--- src/logic/mmu_pkg.sv ---
`default_nettype none

package mmu_pkg;

  // **************************************************
  // Address and page types
  // **************************************************

  typedef logic [31:0] addr_t;          // Virtual or physical byte address
  typedef logic [18:0] vpn2_t;          // Virtual bits 31..13, one even/odd page pair
  typedef logic [19:0] pfn_t;           // Physical bits 31..12

  localparam int OFFSET_W = 12;         // 4 KiB pages

  // Fixed segments of the virtual address space
  typedef enum logic [1:0] {
    seg_kuseg  = 2'd0,                  // Mapped, cached, user accessible
    seg_kseg0  = 2'd1,                  // Unmapped, cached
    seg_kseg1  = 2'd2,                  // Unmapped, uncached
    seg_kseg23 = 2'd3                   // Mapped, cached
  } segment_e;

  // **************************************************
  // TLB config word layout
  // **************************************************

  // Low bit of each field
  localparam int VALID1_BIT = 0;
  localparam int PFN1_LSB   = 1;        // Bits 20..1
  localparam int VALID0_BIT = 21;
  localparam int PFN0_LSB   = 22;       // Bits 41..22
  localparam int VPN2_LSB   = 42;       // Bits 60..42

  // Entry body without the index, the index sits right above it
  localparam int ENTRY_BODY_W = 61;
  localparam int INDEX_LSB    = ENTRY_BODY_W;

endpackage

`default_nettype wire

--- src/logic/mem_map.sv ---
`timescale 1ns/10ps
`default_nettype none

module mem_map import mmu_pkg::*; (
  input  addr_t addr_i,
  input  logic  en_i,
  input  logic  user_mode_i,
  output addr_t addr_o,
  output logic  mapped_o,
  output logic  uncached_o,
  output logic  illegal_o
);

  segment_e segment;
  logic     seg_mapped;
  logic     illegal;

  // **************************************************
  // Segment decode
  // **************************************************

  always_comb begin
    case (addr_i[31:29])
      3'b100:  segment = seg_kseg0;
      3'b101:  segment = seg_kseg1;
      3'b110,
      3'b111:  segment = seg_kseg23;
      default: segment = seg_kuseg;     // Bit 31 clear
    endcase
  end

  assign seg_mapped = (segment == seg_kuseg) || (segment == seg_kseg23);

  // Unmapped segments drop the top three bits
  always_comb begin
    if (seg_mapped) begin
      addr_o = addr_i;
    end else begin
      addr_o = {3'b000, addr_i[28:0]};
    end
  end

  assign uncached_o = (segment == seg_kseg1);

  // **************************************************
  // Exceptions and TLB request
  // **************************************************

  // User mode may only touch the lower half
  assign illegal   = en_i && user_mode_i && addr_i[31];
  assign illegal_o = illegal;

  // Only an enabled, legal access goes through the TLB
  assign mapped_o = en_i && !illegal && seg_mapped;

endmodule

`default_nettype wire

--- src/logic/mmu_top.sv ---
`timescale 1ns/10ps
`default_nettype none

module mmu_top import mmu_pkg::*; #(
  parameter int TLB_ENTRIES = 16
) (
  input  logic                                         clk,
  input  logic                                         rst_i,
  input  addr_t                                        inst_addr_i,
  input  addr_t                                        data_addr_i,
  input  logic                                         inst_en_i,
  input  logic                                         data_en_i,
  input  logic                                         user_mode_i,
  input  logic [ENTRY_BODY_W+$clog2(TLB_ENTRIES)-1:0] tlb_config_i,
  input  logic                                         tlb_write_i,
  output addr_t                                        inst_addr_o,
  output addr_t                                        data_addr_o,
  output logic                                         inst_uncached_o,
  output logic                                         data_uncached_o,
  output logic                                         inst_miss_o,
  output logic                                         data_miss_o,
  output logic                                         inst_illegal_o,
  output logic                                         data_illegal_o
);

  addr_t inst_addr_direct;
  addr_t data_addr_direct;
  addr_t inst_addr_tlb;
  addr_t data_addr_tlb;
  logic  inst_mapped;
  logic  data_mapped;
  logic  inst_tlb_miss;
  logic  data_tlb_miss;

  // **************************************************
  // Segment decoders
  // **************************************************

  mem_map map_inst (
    .addr_i     (inst_addr_i),
    .en_i       (inst_en_i),
    .user_mode_i(user_mode_i),
    .addr_o     (inst_addr_direct),
    .mapped_o   (inst_mapped),
    .uncached_o (inst_uncached_o),
    .illegal_o  (inst_illegal_o)
  );

  mem_map map_data (
    .addr_i     (data_addr_i),
    .en_i       (data_en_i),
    .user_mode_i(user_mode_i),
    .addr_o     (data_addr_direct),
    .mapped_o   (data_mapped),
    .uncached_o (data_uncached_o),
    .illegal_o  (data_illegal_o)
  );

  // Both ports looked up in the same cycle
  tlb #(
    .TLB_ENTRIES(TLB_ENTRIES)
  ) tlb_0 (
    .clk         (clk),
    .rst_i       (rst_i),
    .tlb_write_i (tlb_write_i),
    .tlb_config_i(tlb_config_i),
    .inst_vaddr_i(inst_addr_i),
    .data_vaddr_i(data_addr_i),
    .inst_paddr_o(inst_addr_tlb),
    .data_paddr_o(data_addr_tlb),
    .inst_miss_o (inst_tlb_miss),
    .data_miss_o (data_tlb_miss)
  );

  // **************************************************
  // Final address and miss
  // **************************************************

  assign inst_addr_o = inst_mapped ? inst_addr_tlb : inst_addr_direct;
  assign data_addr_o = data_mapped ? data_addr_tlb : data_addr_direct;

  assign inst_miss_o = inst_tlb_miss && inst_mapped;  // Unmapped access never misses
  assign data_miss_o = data_tlb_miss && data_mapped;

endmodule

`default_nettype wire

--- src/logic/tlb.sv ---
`timescale 1ns/10ps
`default_nettype none

module tlb import mmu_pkg::*; #(
  parameter int TLB_ENTRIES = 16
) (
  input  logic                                         clk,
  input  logic                                         rst_i,
  input  logic                                         tlb_write_i,
  input  logic [ENTRY_BODY_W+$clog2(TLB_ENTRIES)-1:0] tlb_config_i,
  input  addr_t                                        inst_vaddr_i,
  input  addr_t                                        data_vaddr_i,
  output addr_t                                        inst_paddr_o,
  output addr_t                                        data_paddr_o,
  output logic                                         inst_miss_o,
  output logic                                         data_miss_o
);

  localparam int INDEX_W = $clog2(TLB_ENTRIES);

  // Entry storage
  vpn2_t [TLB_ENTRIES-1:0] vpn2_q;
  pfn_t  [TLB_ENTRIES-1:0] pfn0_q;
  pfn_t  [TLB_ENTRIES-1:0] pfn1_q;
  logic  [TLB_ENTRIES-1:0] valid0_q;
  logic  [TLB_ENTRIES-1:0] valid1_q;

  // Fields of the config word
  logic [INDEX_W-1:0] wr_index;
  vpn2_t              wr_vpn2;
  pfn_t               wr_pfn0;
  pfn_t               wr_pfn1;
  logic               wr_valid0;
  logic               wr_valid1;

  // **************************************************
  // Config word decode
  // **************************************************

  assign wr_index  = tlb_config_i[INDEX_LSB +: INDEX_W];
  assign wr_vpn2   = tlb_config_i[VPN2_LSB +: $bits(vpn2_t)];
  assign wr_pfn0   = tlb_config_i[PFN0_LSB +: $bits(pfn_t)];
  assign wr_pfn1   = tlb_config_i[PFN1_LSB +: $bits(pfn_t)];
  assign wr_valid0 = tlb_config_i[VALID0_BIT];
  assign wr_valid1 = tlb_config_i[VALID1_BIT];

  // **************************************************
  // Entry write
  // **************************************************

  always_ff @(posedge clk) begin
    if (tlb_write_i) begin
      vpn2_q[wr_index] <= wr_vpn2;
      pfn0_q[wr_index] <= wr_pfn0;
      pfn1_q[wr_index] <= wr_pfn1;
    end
  end

  // All entries invalid out of reset
  always_ff @(posedge clk) begin
    if (rst_i) begin
      valid0_q <= '0;
      valid1_q <= '0;
    end else if (tlb_write_i) begin
      valid0_q[wr_index] <= wr_valid0;
      valid1_q[wr_index] <= wr_valid1;
    end
  end

  // **************************************************
  // Lookup ports
  // **************************************************

  tlb_lookup #(
    .TLB_ENTRIES(TLB_ENTRIES)
  ) lookup_inst (
    .vaddr_i       (inst_vaddr_i),
    .entry_vpn2_i  (vpn2_q),
    .entry_pfn0_i  (pfn0_q),
    .entry_pfn1_i  (pfn1_q),
    .entry_valid0_i(valid0_q),
    .entry_valid1_i(valid1_q),
    .paddr_o       (inst_paddr_o),
    .miss_o        (inst_miss_o)
  );

  tlb_lookup #(
    .TLB_ENTRIES(TLB_ENTRIES)
  ) lookup_data (
    .vaddr_i       (data_vaddr_i),
    .entry_vpn2_i  (vpn2_q),
    .entry_pfn0_i  (pfn0_q),
    .entry_pfn1_i  (pfn1_q),
    .entry_valid0_i(valid0_q),
    .entry_valid1_i(valid1_q),
    .paddr_o       (data_paddr_o),
    .miss_o        (data_miss_o)
  );

endmodule

`default_nettype wire

--- src/logic/tlb_lookup.sv ---
`timescale 1ns/10ps
`default_nettype none

module tlb_lookup import mmu_pkg::*; #(
  parameter int TLB_ENTRIES = 16
) (
  input  addr_t                   vaddr_i,
  input  vpn2_t [TLB_ENTRIES-1:0] entry_vpn2_i,
  input  pfn_t  [TLB_ENTRIES-1:0] entry_pfn0_i,
  input  pfn_t  [TLB_ENTRIES-1:0] entry_pfn1_i,
  input  logic  [TLB_ENTRIES-1:0] entry_valid0_i,
  input  logic  [TLB_ENTRIES-1:0] entry_valid1_i,
  output addr_t                   paddr_o,
  output logic                    miss_o
);

  vpn2_t                  vpn2;
  logic                   odd_page;
  logic [TLB_ENTRIES-1:0] match;
  logic                   hit;
  pfn_t                   hit_pfn;
  logic                   hit_valid;

  assign vpn2     = vaddr_i[31:OFFSET_W+1];
  assign odd_page = vaddr_i[OFFSET_W];  // Selects pfn1/valid1

  // **************************************************
  // Compare against every entry
  // **************************************************

  always_comb begin
    for (int i = 0; i < TLB_ENTRIES; i++) begin
      match[i] = (entry_vpn2_i[i] == vpn2);
    end
  end

  // Walk from the top down so the lowest matching index is kept
  always_comb begin
    hit       = 1'b0;
    hit_pfn   = '0;
    hit_valid = 1'b0;
    for (int i = TLB_ENTRIES - 1; i >= 0; i--) begin
      if (match[i]) begin
        hit = 1'b1;
        if (odd_page) begin
          hit_pfn   = entry_pfn1_i[i];
          hit_valid = entry_valid1_i[i];
        end else begin
          hit_pfn   = entry_pfn0_i[i];
          hit_valid = entry_valid0_i[i];
        end
      end
    end
  end

  // **************************************************
  // Result
  // **************************************************

  assign paddr_o = {hit_pfn, vaddr_i[OFFSET_W-1:0]};

  // Invalid half of a matching pair counts as a miss too
  assign miss_o = !hit || !hit_valid;

endmodule

`default_nettype wire

--- config.mk ---
export PLATFORM = sky130hd
export DESIGN_NAME = mmu_top
export DESIGN_NICKNAME = d
export VERILOG_FILES = /design/src/logic/mmu_pkg.sv /design/src/logic/mem_map.sv /design/src/logic/mmu_top.sv /design/src/logic/tlb.sv /design/src/logic/tlb_lookup.sv
export SDC_FILE = /design/constraint.sdc
export NUM_CORES = 2
export LEC_CHECK = 0
export BUFFER_PORTS_ARGS = -buffer_cell sky130_fd_sc_hd__buf_2
export CORE_MARGIN = 1
export CORE_UTILIZATION = 40
export DETAILED_ROUTE_END_ITERATION = 16
export GPL_TIMING_DRIVEN = 0
export PLACE_DENSITY = 0.66
export SYNTH_ARGS = -nofsm -noshare
export SYNTH_HDL_FRONTEND = slang
export SYNTH_SLANG_ARGS = --single-unit
--- constraint.sdc ---
create_clock -name clk -period 11.74 [get_ports clk]
set_input_delay 1.761 -clock clk [delete_from_list [all_inputs] [get_ports clk]]
set_output_delay 1.761 -clock clk [all_outputs]
set_load 0.02 [all_outputs]
==> summary.md <==
| Metric | Value |
|---|---|
| Relative slew slack | `-0.715%` |
| PostCTS Resize Cnt | `0` |
| RSZ-0062 raised after global routing | `false` |
| Worst min-delay path class | `register to register` |
| DIE HEIGHT | `~360 microns` |
| Fin crit share | `72.1%` |
| Avg Inst Size Synth | `between 10 and 15 sq um` |
| Clock root buffer | `clkbuf_16` |
| Initial antenna violation count | `22` |
| Startpoint types | `primary input` |
| Total Nets Final | `about 4.2k` |
| Worst Path Required | `around 10 ns` |
| Placed cell count | `approximately 5.6k` |
| Clock skew | `0 ns` |
| Die area | `about 130,000 sq um` |
| Synth cell types | `100` |
| Final Routed Wirelength | `roughly 220 mm` |
| Fin cells | `5,845` |
| Leakage | `19.9 nW` |
| PD cells | `141 nW/um^2` |
| Worst setup margin | `around 3.3 ns` |
| First DRT Iteration DRCs | `~6.4k` |
| Area grow syn2layout | `13.5%` |
| Reg clk slew, reported paths | `around 0.060 ns` |
| All-Layer GR Usage | `about a third` |
| Failing checks | `capacitance limit, slew limit` |
| Final Util | `between 40% and 50%` |
| Routed vias | `around 38k` |
| Via/cell ratio | `between 6 and 7` |
| Status | `finished, violations left` |
| Mapped Cells | `3,803` |
| Final Setup Violations | `0` |
| TritonCTS clock tree | `built` |
| GR Overflow Total | `0` |
| CTS Buffer Depth | `3` |
| TNS Setup | `0 ns` |
| Post-CTS setup buffers | `0` |
| H-tree depth | `3` |
| Endpoints failing hold | `0` |
| Post-DP HPWL | `roughly 150 mm` |
| Syn nets | `around 4k` |
| Remaining antenna violation count | `0` |
| Routability cong. | `1.03` |
| Die Wd | `361 microns` |
| WL/cell | `37.1 microns` |
| Largest net degree at the start of global routing | `62` |
| Commonest non-fill, non-tap cell in the layout | `edfxtp_1` |
| Synth warn | `0` |
| Post-synthesis register bit count | `~980` |
| Slew Limit Fails | `11` |
| Synth Flop Type | `edfxtp_1` |
| Vias in the first global route | `36.2k` |
| Post-synth EDFFs | `around 940` |
| CTS Hold Buffers Added | `0` |
| CTS Sinks | `976` |
| Async set or reset register ratio after synthesis | `0%` |
| First-pass GRT wire length | `approximately 300 mm` |
| Io pins | `a little over 200` |
| Share of cells above drive strength 1 | `20.1%` |
| MaxCap Viol Count | `1` |
| Hold_ws | `about 0.48 ns` |
| Most frequent cells in the layout | `944 x edfxtp_1, 456 x mux2i_1, 319 x xor2_1, 286 x xnor2_1, 239 x buf_2` |
| Pre-CTS setup slack | `roughly 3.5 ns` |
| Port Buf Inserts | `142` |
| Core ar. | `128,000 sq um` |
| Crit-path max FO | `10` |
| Period minus WS final | `8.46 ns` |
| Cell Area, Synth | `~51,000 sq um` |
| Worst setup EP type | `primary output` |
| Starting density of the core | `slightly above 40%` |
| Max VDD drop | `0.000121 V` |
| Pre-Repair DR Iteration Count | `8` |
| Critical path class | `primary input to primary output` |
| Rows | `roughly 130` |
| Sequential share of the synthesized area | `56.3%` |
| Transition time of the tightest slew-check pin | `about 1.5 ns` |
| CP arrival | `approximately 6.7 ns` |
| Fmax | `~120 MHz` |
| Clk_lat worst skew | `roughly 0.74 ns` |
| TritonCTS Buffers | `between 100 and 150` |
| DR DRC count | `0` |
==> Yosys cell counts, drive strengths merged, types with 4 or more instances <==
cell / instances / area, sq um
a2111oi: 29 / 277
a211oi: 78 / 628
a21o: 6 / 45.0
a21oi: 91 / 459
a221o: 25 / 250
a221oi: 63 / 677
a22oi: 57 / 473
a311oi: 14 / 160
and2: 10 / 62.6
and3: 7 / 45.1
and4: 4 / 37.5
buf: 220 / 1610
clkbuf: 73 / 274
dfxtp: 32 / 641
edfxtp: 944 / 28300
inv: 30 / 113
mux2: 187 / 2110
mux2i: 456 / 4560
nand2: 149 / 559
nand2b: 5 / 31.3
nand3: 43 / 225
nand3b: 4 / 33.8
nand4: 76 / 490
nor2: 63 / 277
nor2b: 36 / 225
nor3: 83 / 425
nor4: 81 / 618
o2111ai: 33 / 307
o211ai: 11 / 82.6
o21ai: 79 / 395
o21bai: 8 / 60.1
o221ai: 71 / 622
o22ai: 39 / 258
o311ai: 11 / 96.4
o31ai: 13 / 97.6
or2: 9 / 56.3
or3: 6 / 37.5
or4: 6 / 52.6
xnor2: 288 / 2540
xor2: 320 / 2810
==> metrics by stage <==
| stage | cell area (sq um) | total power, mW |
|---|---|---|
| after floorplan | 51500 | 4.44 |
| after global placement | 54300 | 4.80 |
| after detailed placement | 54800 | 4.81 |
| after CTS | 58400 | 8.19 |
| after global routing | 58400 | 8.36 |
| final | 58400 | 8.24 |
==> area by class of cell <==
type / instances / area, sq um
Inverter: 31 / 129
Timing Repair Buffer: 176 / 1220
Tap cell: 1662 / 2080
Buffer: 293 / 1880
Multi-Input combinational cell: 2503 / 20500
Clock buffer: 122 / 2720
Clock inverter: 71 / 805
Sequential cell: 976 / 29000
Antenna cell: 11 / 27.5
Fill cell: 11400 / 69100
==> worst max-delay path, cell delays in order <==
cell and delay [ns]:
buf_2 0.11, buf_4 0.30, buf_6 0.27, o21ai_0 0.12, ha_1 0.34, and3_1 0.21, buf_2 0.31, clkbuf_1 0.64
o22ai_1 0.19, a211oi_1 1.01, o2111ai_1 0.36, o21ai_0 0.75, buf_2 0.30
==> cells by family after synthesis <==
family	Yosys count	synth area share (%)
AO/OA/AOI/OAI	663	10.1
AND/OR/NAND/NOR	587	6.26
buffers and inverters	324	3.89
multiplexers	643	13.0
XOR/XNOR	608	10.4
adder cells (fa/ha/maj)	2	0.0486
flip-flops	976	56.3
==> power breakdown <==
part / leakage (nW) / switching, mW / internal [mW]
Sequential: 8.79 / 0.0376 / 3.89
Combinational: 9.38 / 0.590 / 0.259
Clock: 1.71 / 1.51 / 1.96
==> registers in the layout (all words and copies together), names as in the netlist <==
name            count
tlb_0.valid1_q     16
tlb_0.vpn2_q      304
tlb_0.valid0_q     16
tlb_0.pfn1_q      320
tlb_0.pfn0_q      320
==> final timing paths <==
path / start / to / slack [ns] / cells past startpoint
worst max-delay path: data_addr_i[31] / data_addr_o[14] / 3.28 / 13
worst min-delay path: tlb_0.valid1_q[5] / tlb_0.valid1_q[5] / 0.48 / 2
worst max register to register: tlb_0.valid1_q[14] / tlb_0.valid1_q[14] / 10.98 / 2
worst min register to register: tlb_0.valid1_q[5] / tlb_0.valid1_q[5] / 0.48 / 2
==> layer usage <==
| layer | vias to the layer above | share of wire, % | track usage [%] |
|---|---|---|---|
| met2 | 3109 | 42 | 47.5 |
| met1 | 19200 | 38 | 43.5 |
| met4 | 12 | 5.7 | 16.8 |
| li1 | 15400 | - | - |
| met3 | 554 | 14 | 9.40 |
| met5 | - | 0.036 | 0 |
No activity file was read; power rests on OpenSTA's default activity.
